[src/design/tlbPkg.sv]
package tlbPkg;

    // 4 KiB pages
    localparam int PAGE_OFFSET_BITS = 12;

    // translation widths
    typedef logic [19:0] vpnT;
    typedef logic [7:0]  pfnT;
    typedef logic [19:0] paddrT;

    // index into the entry table, sized for the default of 8 entries
    typedef logic [2:0] tlbIndexT;

    typedef struct packed {
        logic valid;
        logic writable;
        logic uncacheable;
        vpnT  vpn;
        pfnT  pfn;
    } tlbEntryT;

endpackage
[src/design/memAccessPkg.sv]
package memAccessPkg;

    localparam int LINE_BYTES = 16;
    // an access of at most 8 bytes touches at most two lines
    localparam int LANE_COUNT = 2;

    typedef logic [31:0]             vaddrT;
    // 0..3 encode 1, 2, 4, 8 bytes
    typedef logic [1:0]              accessSizeT;
    typedef logic [63:0]             storeDataT;
    typedef logic [LINE_BYTES*8-1:0] lineDataT;
    typedef logic [LINE_BYTES-1:0]   byteMaskT;

    typedef struct packed {
        vaddrT      addr;
        accessSizeT size;
        logic       isWrite;
        storeDataT  storeData;
    } accessReqT;

    // one line-sized piece of a request
    typedef struct packed {
        logic     active;
        vaddrT    vaddr;
        logic     isWrite;
        byteMaskT mask;
        lineDataT data;
    } lineAccessT;

    // line access after translation in one lane
    typedef struct packed {
        lineAccessT    access;
        tlbPkg::paddrT paddr;
        logic          hit;
        logic          protFault;
        logic          uncacheable;
    } laneResultT;

    typedef struct packed {
        tlbPkg::paddrT paddr0;
        tlbPkg::paddrT paddr1;
        byteMaskT      mask0;
        byteMaskT      mask1;
        lineDataT      data0;
        lineDataT      data1;
        logic          crossesLine;
        logic          tlbMiss;
        logic          protFault;
        logic          uncacheable;
    } accessRespT;

endpackage

[src/design/alignTop.sv]
module alignTop #(
    parameter int TLB_ENTRIES = 8,
    parameter int QUEUE_DEPTH = 4
) (
    input  logic                      clk,
    input  logic                      rst,
    input  logic                      reqValid,
    input  memAccessPkg::accessReqT   req,
    output logic                      reqCredit,
    input  logic                      tlbWrEn,
    input  tlbPkg::tlbIndexT          tlbWrIdx,
    input  tlbPkg::tlbEntryT          tlbWrEntry,
    output logic                      respValid,
    output memAccessPkg::accessRespT  resp,
    input  logic                      respCredit
);

    logic                                splitValid;
    memAccessPkg::lineAccessT            splitAccess [memAccessPkg::LANE_COUNT];
    logic [memAccessPkg::LANE_COUNT-1:0] laneValidVec;
    logic                                laneValid;
    memAccessPkg::laneResultT            laneResult [memAccessPkg::LANE_COUNT];

    accessSplitter splitter (
        .clk         (clk),
        .rst         (rst),
        .reqValid    (reqValid),
        .req         (req),
        .splitValid  (splitValid),
        .splitAccess (splitAccess)
    );

    // every lane gets the same TLB writes, so the tables stay identical
    for (genvar i = 0; i < memAccessPkg::LANE_COUNT; i++) begin : genLane
        tlbLookupLane #(
            .TLB_ENTRIES (TLB_ENTRIES)
        ) lane (
            .clk        (clk),
            .rst        (rst),
            .tlbWrEn    (tlbWrEn),
            .tlbWrIdx   (tlbWrIdx),
            .tlbWrEntry (tlbWrEntry),
            .inValid    (splitValid),
            .access     (splitAccess[i]),
            .outValid   (laneValidVec[i]),
            .result     (laneResult[i])
        );
    end

    // lanes run in lockstep
    assign laneValid = &laneValidVec;

    responseMerger #(
        .QUEUE_DEPTH (QUEUE_DEPTH)
    ) merger (
        .clk        (clk),
        .rst        (rst),
        .laneValid  (laneValid),
        .laneResult (laneResult),
        .respCredit (respCredit),
        .respValid  (respValid),
        .resp       (resp),
        .reqCredit  (reqCredit)
    );

endmodule

[src/design/responseMerger.sv]
module responseMerger #(
    parameter int QUEUE_DEPTH = 4
) (
    input  logic                      clk,
    input  logic                      rst,
    input  logic                      laneValid,
    input  memAccessPkg::laneResultT  laneResult [memAccessPkg::LANE_COUNT],
    input  logic                      respCredit,
    output logic                      respValid,
    output memAccessPkg::accessRespT  resp,
    output logic                      reqCredit
);

    localparam int PTR_BITS    = (QUEUE_DEPTH > 1) ? $clog2(QUEUE_DEPTH) : 1;
    localparam int COUNT_BITS  = $clog2(QUEUE_DEPTH + 1);
    localparam int CREDIT_BITS = 8;

    memAccessPkg::accessRespT respQueue [QUEUE_DEPTH];
    memAccessPkg::accessRespT mergedResp;
    logic [PTR_BITS-1:0]      wrPtr;
    logic [PTR_BITS-1:0]      rdPtr;
    logic [COUNT_BITS-1:0]    queueCount;
    logic [CREDIT_BITS-1:0]   respCredits;
    logic                     dequeue;

    always_comb begin
        mergedResp.paddr0      = laneResult[0].paddr;
        mergedResp.paddr1      = laneResult[1].paddr;
        mergedResp.mask0       = laneResult[0].access.mask;
        mergedResp.mask1       = laneResult[1].access.mask;
        mergedResp.data0       = laneResult[0].access.data;
        mergedResp.data1       = laneResult[1].access.data;
        mergedResp.crossesLine = laneResult[1].access.active;
        mergedResp.tlbMiss     = 1'b0;
        mergedResp.protFault   = 1'b0;
        mergedResp.uncacheable = 1'b0;
        // flags only count from lanes that carry part of the access
        for (int i = 0; i < memAccessPkg::LANE_COUNT; i++) begin
            if (laneResult[i].access.active) begin
                mergedResp.tlbMiss     |= !laneResult[i].hit;
                mergedResp.protFault   |= laneResult[i].protFault;
                mergedResp.uncacheable |= laneResult[i].uncacheable;
            end
        end
    end

    // head goes out only when the cache has room for it
    assign respValid = (queueCount != '0) && (respCredits != '0);
    assign resp      = respQueue[rdPtr];
    assign dequeue   = respValid;

    always_ff @(posedge clk) begin
        if (laneValid) begin
            respQueue[wrPtr] <= mergedResp;
        end
    end

    always_ff @(posedge clk) begin
        if (rst) begin
            wrPtr       <= '0;
            rdPtr       <= '0;
            queueCount  <= '0;
            respCredits <= '0;
            reqCredit   <= 1'b0;
        end else begin
            if (laneValid) begin
                wrPtr <= (wrPtr == PTR_BITS'(QUEUE_DEPTH - 1)) ? '0 : wrPtr + 1'b1;
            end
            if (dequeue) begin
                rdPtr <= (rdPtr == PTR_BITS'(QUEUE_DEPTH - 1)) ? '0 : rdPtr + 1'b1;
            end
            queueCount  <= queueCount + COUNT_BITS'(laneValid) - COUNT_BITS'(dequeue);
            respCredits <= respCredits + CREDIT_BITS'(respCredit) - CREDIT_BITS'(dequeue);
            // hand the slot back to the requester
            reqCredit   <= dequeue;
        end
    end

endmodule

[src/design/tlbLookupLane.sv]
module tlbLookupLane #(
    parameter int TLB_ENTRIES = 8
) (
    input  logic                      clk,
    input  logic                      rst,
    input  logic                      tlbWrEn,
    input  tlbPkg::tlbIndexT          tlbWrIdx,
    input  tlbPkg::tlbEntryT          tlbWrEntry,
    input  logic                      inValid,
    input  memAccessPkg::lineAccessT  access,
    output logic                      outValid,
    output memAccessPkg::laneResultT  result
);

    localparam int VADDR_BITS = $bits(memAccessPkg::vaddrT);

    tlbPkg::tlbEntryT         entryTable [TLB_ENTRIES];
    tlbPkg::vpnT              vpn;
    logic                     hitFound;
    tlbPkg::tlbEntryT         hitEntry;
    memAccessPkg::laneResultT nextResult;

    assign vpn = access.vaddr[VADDR_BITS-1:tlbPkg::PAGE_OFFSET_BITS];

    always_ff @(posedge clk) begin
        if (rst) begin
            for (int i = 0; i < TLB_ENTRIES; i++) begin
                entryTable[i] <= '0;
            end
        end else if (tlbWrEn) begin
            entryTable[tlbWrIdx] <= tlbWrEntry;
        end
    end

    // walk downward so the lowest matching index is the one kept
    always_comb begin
        hitFound = 1'b0;
        hitEntry = '0;
        for (int i = TLB_ENTRIES - 1; i >= 0; i--) begin
            if (entryTable[i].valid && entryTable[i].vpn == vpn) begin
                hitFound = 1'b1;
                hitEntry = entryTable[i];
            end
        end
    end

    always_comb begin
        nextResult.access = access;
        if (!access.active) begin
            // nothing to translate, report a clean hit
            nextResult.paddr       = '0;
            nextResult.hit         = 1'b1;
            nextResult.protFault   = 1'b0;
            nextResult.uncacheable = 1'b0;
        end else begin
            // paddr reads zero on a miss
            nextResult.paddr       = hitFound ?
                {hitEntry.pfn, access.vaddr[tlbPkg::PAGE_OFFSET_BITS-1:0]} : '0;
            nextResult.hit         = hitFound;
            nextResult.protFault   = hitFound && access.isWrite && !hitEntry.writable;
            nextResult.uncacheable = hitFound && hitEntry.uncacheable;
        end
    end

    always_ff @(posedge clk) begin
        if (rst) begin
            outValid <= 1'b0;
        end else begin
            outValid <= inValid;
        end
    end

    always_ff @(posedge clk) begin
        if (inValid) begin
            result <= nextResult;
        end
    end

endmodule

[src/design/accessSplitter.sv]
module accessSplitter (
    input  logic                      clk,
    input  logic                      rst,
    input  logic                      reqValid,
    input  memAccessPkg::accessReqT   req,
    output logic                      splitValid,
    output memAccessPkg::lineAccessT  splitAccess [memAccessPkg::LANE_COUNT]
);

    localparam int OFFSET_BITS = $clog2(memAccessPkg::LINE_BYTES);
    localparam int SPAN_BYTES  = 2 * memAccessPkg::LINE_BYTES;
    localparam int SPAN_BITS   = SPAN_BYTES * 8;
    localparam int PAD_BITS    = SPAN_BITS - $bits(memAccessPkg::storeDataT);

    logic [OFFSET_BITS-1:0]   offset;
    logic [OFFSET_BITS:0]     byteCount;
    logic [OFFSET_BITS:0]     endByte;
    logic                     crosses;
    logic [SPAN_BYTES-1:0]    spanMask;
    logic [SPAN_BITS-1:0]     spanData;
    memAccessPkg::vaddrT      lineAddr;
    memAccessPkg::lineAccessT nextAccess [memAccessPkg::LANE_COUNT];

    assign offset    = req.addr[OFFSET_BITS-1:0];
    assign byteCount = (OFFSET_BITS + 1)'(1) << req.size;
    assign endByte   = {1'b0, offset} + byteCount;
    assign crosses   = endByte > (OFFSET_BITS + 1)'(memAccessPkg::LINE_BYTES);
    assign lineAddr  = {req.addr[31:OFFSET_BITS], {OFFSET_BITS{1'b0}}};

    // mask and data laid out over two consecutive lines
    // upper half is what spills into the next line
    assign spanMask = ((SPAN_BYTES'(1) << byteCount) - SPAN_BYTES'(1)) << offset;
    assign spanData = {{PAD_BITS{1'b0}}, req.storeData} << {offset, 3'b000};

    always_comb begin
        nextAccess[0].active  = 1'b1;
        nextAccess[0].vaddr   = lineAddr;
        nextAccess[0].isWrite = req.isWrite;
        nextAccess[0].mask    = spanMask[memAccessPkg::LINE_BYTES-1:0];
        nextAccess[0].data    = spanData[SPAN_BITS/2-1:0];

        // second lane stays all zero unless the access spills over
        nextAccess[1] = '0;
        if (crosses) begin
            nextAccess[1].active  = 1'b1;
            nextAccess[1].vaddr   = lineAddr + memAccessPkg::vaddrT'(memAccessPkg::LINE_BYTES);
            nextAccess[1].isWrite = req.isWrite;
            nextAccess[1].mask    = spanMask[SPAN_BYTES-1:memAccessPkg::LINE_BYTES];
            nextAccess[1].data    = spanData[SPAN_BITS-1:SPAN_BITS/2];
        end
    end

    always_ff @(posedge clk) begin
        if (rst) begin
            splitValid <= 1'b0;
        end else begin
            splitValid <= reqValid;
        end
    end

    // payload only moves with a valid request
    always_ff @(posedge clk) begin
        if (reqValid) begin
            for (int i = 0; i < memAccessPkg::LANE_COUNT; i++) begin
                splitAccess[i] <= nextAccess[i];
            end
        end
    end

endmodule

[config.mk]
export PLATFORM = sky130hd
export DESIGN_NAME = alignTop
export DESIGN_NICKNAME = d
export VERILOG_FILES = /design/src/design/tlbPkg.sv /design/src/design/memAccessPkg.sv /design/src/design/alignTop.sv /design/src/design/responseMerger.sv /design/src/design/tlbLookupLane.sv /design/src/design/accessSplitter.sv
export SDC_FILE = /design/constraint.sdc
export NUM_CORES = 2
export LEC_CHECK = 0
export BUFFER_PORTS_ARGS = -buffer_cell sky130_fd_sc_hd__buf_4
export CORE_MARGIN = 2
export CORE_UTILIZATION = 50
export DETAILED_ROUTE_END_ITERATION = 7
export PLACE_DENSITY = 0.78
export SYNTH_ARGS = -nofsm -noshare
export SYNTH_HDL_FRONTEND = slang
export SYNTH_HIERARCHICAL = 1
export SYNTH_SLANG_ARGS = --single-unit
[constraint.sdc]
create_clock -name clk -period 9.96 [get_ports clk]
set_input_delay 0.498 -clock clk [delete_from_list [all_inputs] [get_ports clk]]
set_output_delay 0.498 -clock clk [all_outputs]
set_load 0.02 [all_outputs]
**Yosys cells after proc, flatten, opt, wreduce, memory -nomap -nowiden**

Memories as Yosys holds them, arrays and structs flattened. A register that Yosys moved wholly into a read port is not among the register bits.
Cells that the tools add are included.

- Add/sub/neg operators: 9
- Magnitude comparators: 1
- Equality and inequality tests: 18
- Shifts and indexed selects: 4
- Multiplexer cells: 51
- Bitwise gates (word level): 3
- Reductions and logical operators: 32

Operator list:

| kind | count |
|---|---|
| 30-bit two-way mux | 16 |
| 20-bit equality test | 16 |
| 64-bit by 7-bit << shifter with 256-bit output | 1 |
| 178-bit two-way mux | 1 |
| 31-bit two-way mux | 2 |
| 31-bit OR reduction | 2 |
| 32-bit by 5-bit adder with 32-bit output, second input constant | 1 |
| 1-bit by 5-bit << shifter with 32-bit output, first input constant | 1 |
| 32-bit by 4-bit << shifter with 32-bit output | 1 |
| 32-bit by 2-bit subtractor with 32-bit output, second input constant | 1 |
| 1-bit two-way mux | 25 |
| 1-bit logical AND | 23 |
| 3-bit two-way mux | 3 |
| 8-bit by 1-bit adder with 8-bit output | 1 |
| 2-bit two-way mux | 4 |
| 8-bit nonzero test | 1 |
| 8-bit by 1-bit subtractor with 8-bit output | 1 |
| 4-bit by 5-bit adder with 5-bit output | 1 |
| 5-bit greater-than comparator, second input constant | 1 |
| 1-bit by 2-bit << shifter with 5-bit output, first input constant | 1 |
| 2-bit by 1-bit adder with 2-bit output, second input constant | 2 |
| 2-bit equality test, second input constant | 2 |
| 1-bit zero test | 4 |
| 3-bit by 1-bit adder with 3-bit output | 1 |
| other kinds (4) | 6 |

- Bits in registers: 700
- RAM bits: 1808
- Input port bits: 138
- Output and inout bits: 334
- Logic and storage cells: 150
- Memories kept: 3

Memory list:

| name | depth | bits a word | read ports | clocked after Yosys merged registers in | wr ports | RTL line | source |
|---|---|---|---|---|---|---|---|
| merger.respQueue | 4 | 328 | 1 | 1 | 1 | responseMerger.sv:18 | `memAccessPkg::accessRespT respQueue [QUEUE_DEPTH];` |
| genLane[0].lane.entryTable | 8 | 31 | 8 | 0 | 8 | tlbLookupLane.sv:17 | `tlbPkg::tlbEntryT entryTable [TLB_ENTRIES];` |
| genLane[1].lane.entryTable | 8 | 31 | 8 | 0 | 8 | tlbLookupLane.sv:17 |  |

**Longest topological paths before layout**

An unclocked memory read counts as a cell.

- Depth after elaboration: 13
- Gate-level depth with buffers: 13
- Mapped depth without buffers: 12

**By module**

The synthesis kept the hierarchy.

Modules (own cells, without submodules):

| module | times used | cells each | area an instance (µm²) | sequential area each (µm²) |
|---|---|---|---|---|
| responseMerger | 1 | 1861 | 49038.3 | 40238.6 |
| tlbLookupLane at genLane[0].lane | 1 | 1152 | 18310.1 | 13503.0 |
| tlbLookupLane at genLane[1].lane | 1 | 1156 | 18171.2 | 13503.0 |
| accessSplitter | 1 | 1095 | 13566.8 | 8277.9 |
| alignTop | 1 | 1 | 6.3 | 0.0 |

**Worst setup path before layout**

OpenSTA, ideal clock, no wires.

- Path kind: register to register
- Start: reg splitter.splitValid
- End: reg genLane[0].lane/result[0] in the netlist's numbering, enable pin
- Library setup time: 0.807 ns
- Arrival time: 9.110 ns
- Required time: 9.153 ns
- Setup slack: 0.043 ns
- Cell stages (with the launch flop): 1
- Path buffers: 0
- Period minus slack after synthesis: 9.917 ns
- Cells stage by stage: dfxtp_1

RTL lines:

| item | RTL line | source |
|---|---|---|
| start, declared | accessSplitter.sv:6 | `output logic splitValid,` |
| start signal, assigned | accessSplitter.sv:57 | `splitValid <= reqValid;` |
| end signal, assigned | tlbLookupLane.sv:75 | `result <= nextResult;` |
| end, declared | tlbLookupLane.sv:12 | `output memAccessPkg::laneResultT result` |

No word-level cell between the ends.

==> results.txt <==
After technology mapping, the gate count stands at 5199. For the pin with the worst max-slew slack, the measured transition is 1.237 ns. The worst hold slack was 0.06201 ns.

The critical path is of the register to primary output type. The tools report the worst-case clock skew as 0.05702 ns. The setup slack of the most critical reg-to-reg path came out at 6.24 ns. The signal on the critical path passes through buf_4, buf_12, mux4_2, buf_4. Placeable core area: 192800 um^2. Gates resized during post-CTS repair numbered 0. The Yosys step of the flow raised 6 warnings.

In the global route stage, overall resource usage came out at 24.28%. The clock input transition at the sequential cells of the worst setup and hold paths was 0.06 ns; the number of antenna violations at the first check in global routing was 47. The violation count after the first detailed-route iteration came out at 5689.

The setup TNS is 0 ns, and the delay of the slowest cell on the worst path is 0.80 ns. Data on the critical path arrives at its endpoint at 4.12 ns. After detailed routing, the average wire length per cell comes to 28.56 um. The first-pass GRT wire length is 348300 um, and the worst reg2reg path depth is 7.

IR analysis of the VDD net gives a maximum drop of 0.0001964 V. The critical path startpoint category is a register. The overall power consumption was 25.68 mW.

The most numerous cell type found on the critical path is sky130_fd_sc_hd__buf_4. The share of the clock period used by the worst path after layout is 46.32%, and the final design area excluding fillers is 110900 um^2. In this run the critical register-to-register path is captured at genLane[0].lane/result[20]$_SDFFCE_PN0P_. The largest net degree at the start of global routing came out at 126. The logs give 97110 um^2 for the mapped cell area and 472 for the I/O pin count. After global routing the overflow that remains totals 0. The final count of pins violating max slew is 0, and the number of maximum-capacitance constraint violations is 0. The placement-stage cell area is 102700 um^2. Number of nets with antenna violations after routing: 0. In this run the critical register-to-register path is launched from splitter/splitAccess[349]$_DFFE_PP_. The insertion delay to the later sink of the worst-skew pair was 0.88 ns. For this design, the CTS-stage hold fixing added 48 buffers.

The clock tree synthesis step divided the H-tree into 4 levels. Compared with the post-synthesis result, the final layout area differs by 14.24%. In this run the most critical hold path is launched from tlbWrEntry[29]. The flow ran to the end, and the final reports show no timing, DRC or antenna violations. Counting the fill cells in the layout gives 13720. Summed over all nets, the half-perimeter wirelength after detailed placement is 153200 um. Max-slew headroom at the worst pin: 16.66%.

On the critical path, the stage with the largest delay is an instance of sky130_fd_sc_hd__dfxtp_4. Critical path endpoint category: a primary output. The clock passes through at most 3 buffers.

The worst path in the final design needs a cycle of 4.613 ns, including I/O delays and setup. The final layout contains 5921 nets. The placement-stage worst setup slack was 6.162 ns; the count of vias placed by the detailed router was 50100. After detailed routing, the number of remaining DRC violations is 0. Setup repair after global routing left no endpoint under its margin. The analysis attributes to cell leakage a power of 36.73 nW. The number of global-route vias before repair is 50050. The total number of clock tree sinks came out at 2456.

The worst setup slack after layout was 5.347 ns; the total power density per cell area was 231.5 nW/um^2. The floorplan has 161 rows. Using the TritonRoute via totals, the vias-per-cell ratio works out to 5.881.

Static timing analysis puts the maximum clock frequency at 216.8 MHz. Maximum fanout encountered on the critical timing path: 107. Worst hold-check path type: input pin to register. The number of hold violations in the final report is 0, and the hold path depth is 2.

For this run, the detailed router's first-pass iteration total came to 6. The chip height works out to 444.7 um. Clock root buffer: sky130_fd_sc_hd__clkbuf_16.

In this run the horizontal extent of the chip is 444.7 um. The die covers 197800 um^2. Post-CTS timing repair inserted 0 buffers for setup.

Buffers placed on the I/O ports in this run total 471. Counting the buffers created by CTS gives 232. The per-instance average area after synthesis came out at 18.68 um^2.

TritonCTS built the clock tree. The starting utilization of the core area is 50.37%, and the fraction of final layout cells with drive strength greater than 1 is 22.49%. The global placement routability congestion came out at 0.9331. The tools report the hold path endpoint as genLane[0].lane/entryTable[5][29]$_SDFFCE_PN0P_. Wires add up to 243300 um. The setup-violating endpoint count in the final report is 0. The required time of the worst setup path came out at 9.46 ns.
layout make-up:
cell class	count	area (um^2)	area share [%]
multi-input combinational	2418	21650	19.52
tap	2526	3161	2.849
antenna	39	97.59	0.08797
timing repair buffer	582	4597	4.144
sequential	2456	73550	66.30
inverter	67	251.5	0.2267
clock buffer	284	6053	5.456
clock inverter	146	1577	1.421
layout by cell type, fill, tap and decap left out, drive strengths merged, types with 10 or more instances in the layout:
master,n
o221ai,10
o2bb2ai,15
or3,16
and2,557
clkbuf,284
nor4,52
a221oi,17
edfxtp,2435
dfxtp,21
clkinvlp,10
bufinv,22
o22ai,46
nor3,50
nand4,55
conb,83
nor2b,13
nand2,116
or2,27
xor2,156
and3,32
a2bb2oi,10
a21oi,57
mux2,51
ha,23
xnor2,186
dlygate4sd3,48
o21ai,68
mux2i,60
nand3,64
inv,72
nand2b,10
clkinv,109
diode,39
nor2,181
mux4,339
buf,534
worst max path at each step:
stage                                       from                               end  slack, ns  depth (start not counted)
global placement                        register                         resp[245]       6.13                          4
CTS                                     register                          resp[92]       5.18                          4
floorplan           merger/wrPtr[0]$_SDFFE_PP0P_  merger/respQueue[0][0]$_DFFE_PP_       1.18                          3
detailed placement                      register                         resp[203]       6.16                          4
global route                            register                          resp[94]       5.02                          4
finish                                  register                         resp[245]       5.35                          4
report_power, final:
part	total (mW)	internal [mW]	switching (mW)
Combinational	4.78	2.05	2.73
Clock	8.78	4.92	3.86
Sequential	12.1	11.8	0.360
through the flow:
stage                     std cells  utilization (%)
after global routing           8509            57.53
after detailed placement       8001            53.29
after CTS                      8479            57.50
after global placement         8001            53.29
after floorplan                5280                -
final                          8518            57.55
flip-flops by register name (all words and copies together) (netlist names), named ones only:
name / count
merger/respQueue: 1328
splitter/splitValid: 1
merger/rdPtr: 2
merger/reqCredit: 1
merger/wrPtr: 2
genLane.lane/result: 336
merger/respCredits: 8
merger/queueCount: 3
genLane.lane/outValid: 2
splitter/splitAccess: 275
genLane.lane/entryTable: 496
critical path: cells and delay by family (launching register included):
| kind | cells | cell delay [ns] |
|---|---|---|
| mux | 1 | 0.66 |
| flops | 1 | 0.80 |
| buf+inv | 3 | 1.47 |
routing by layer:
layer,part of all wire (%),GRT usage [%]
met5,0.024,0
met4,6.0,12.90
met3,7.5,4.240
met2,51,41.68
met1,35,29.39
No activity file was read; power rests on OpenSTA's default activity.
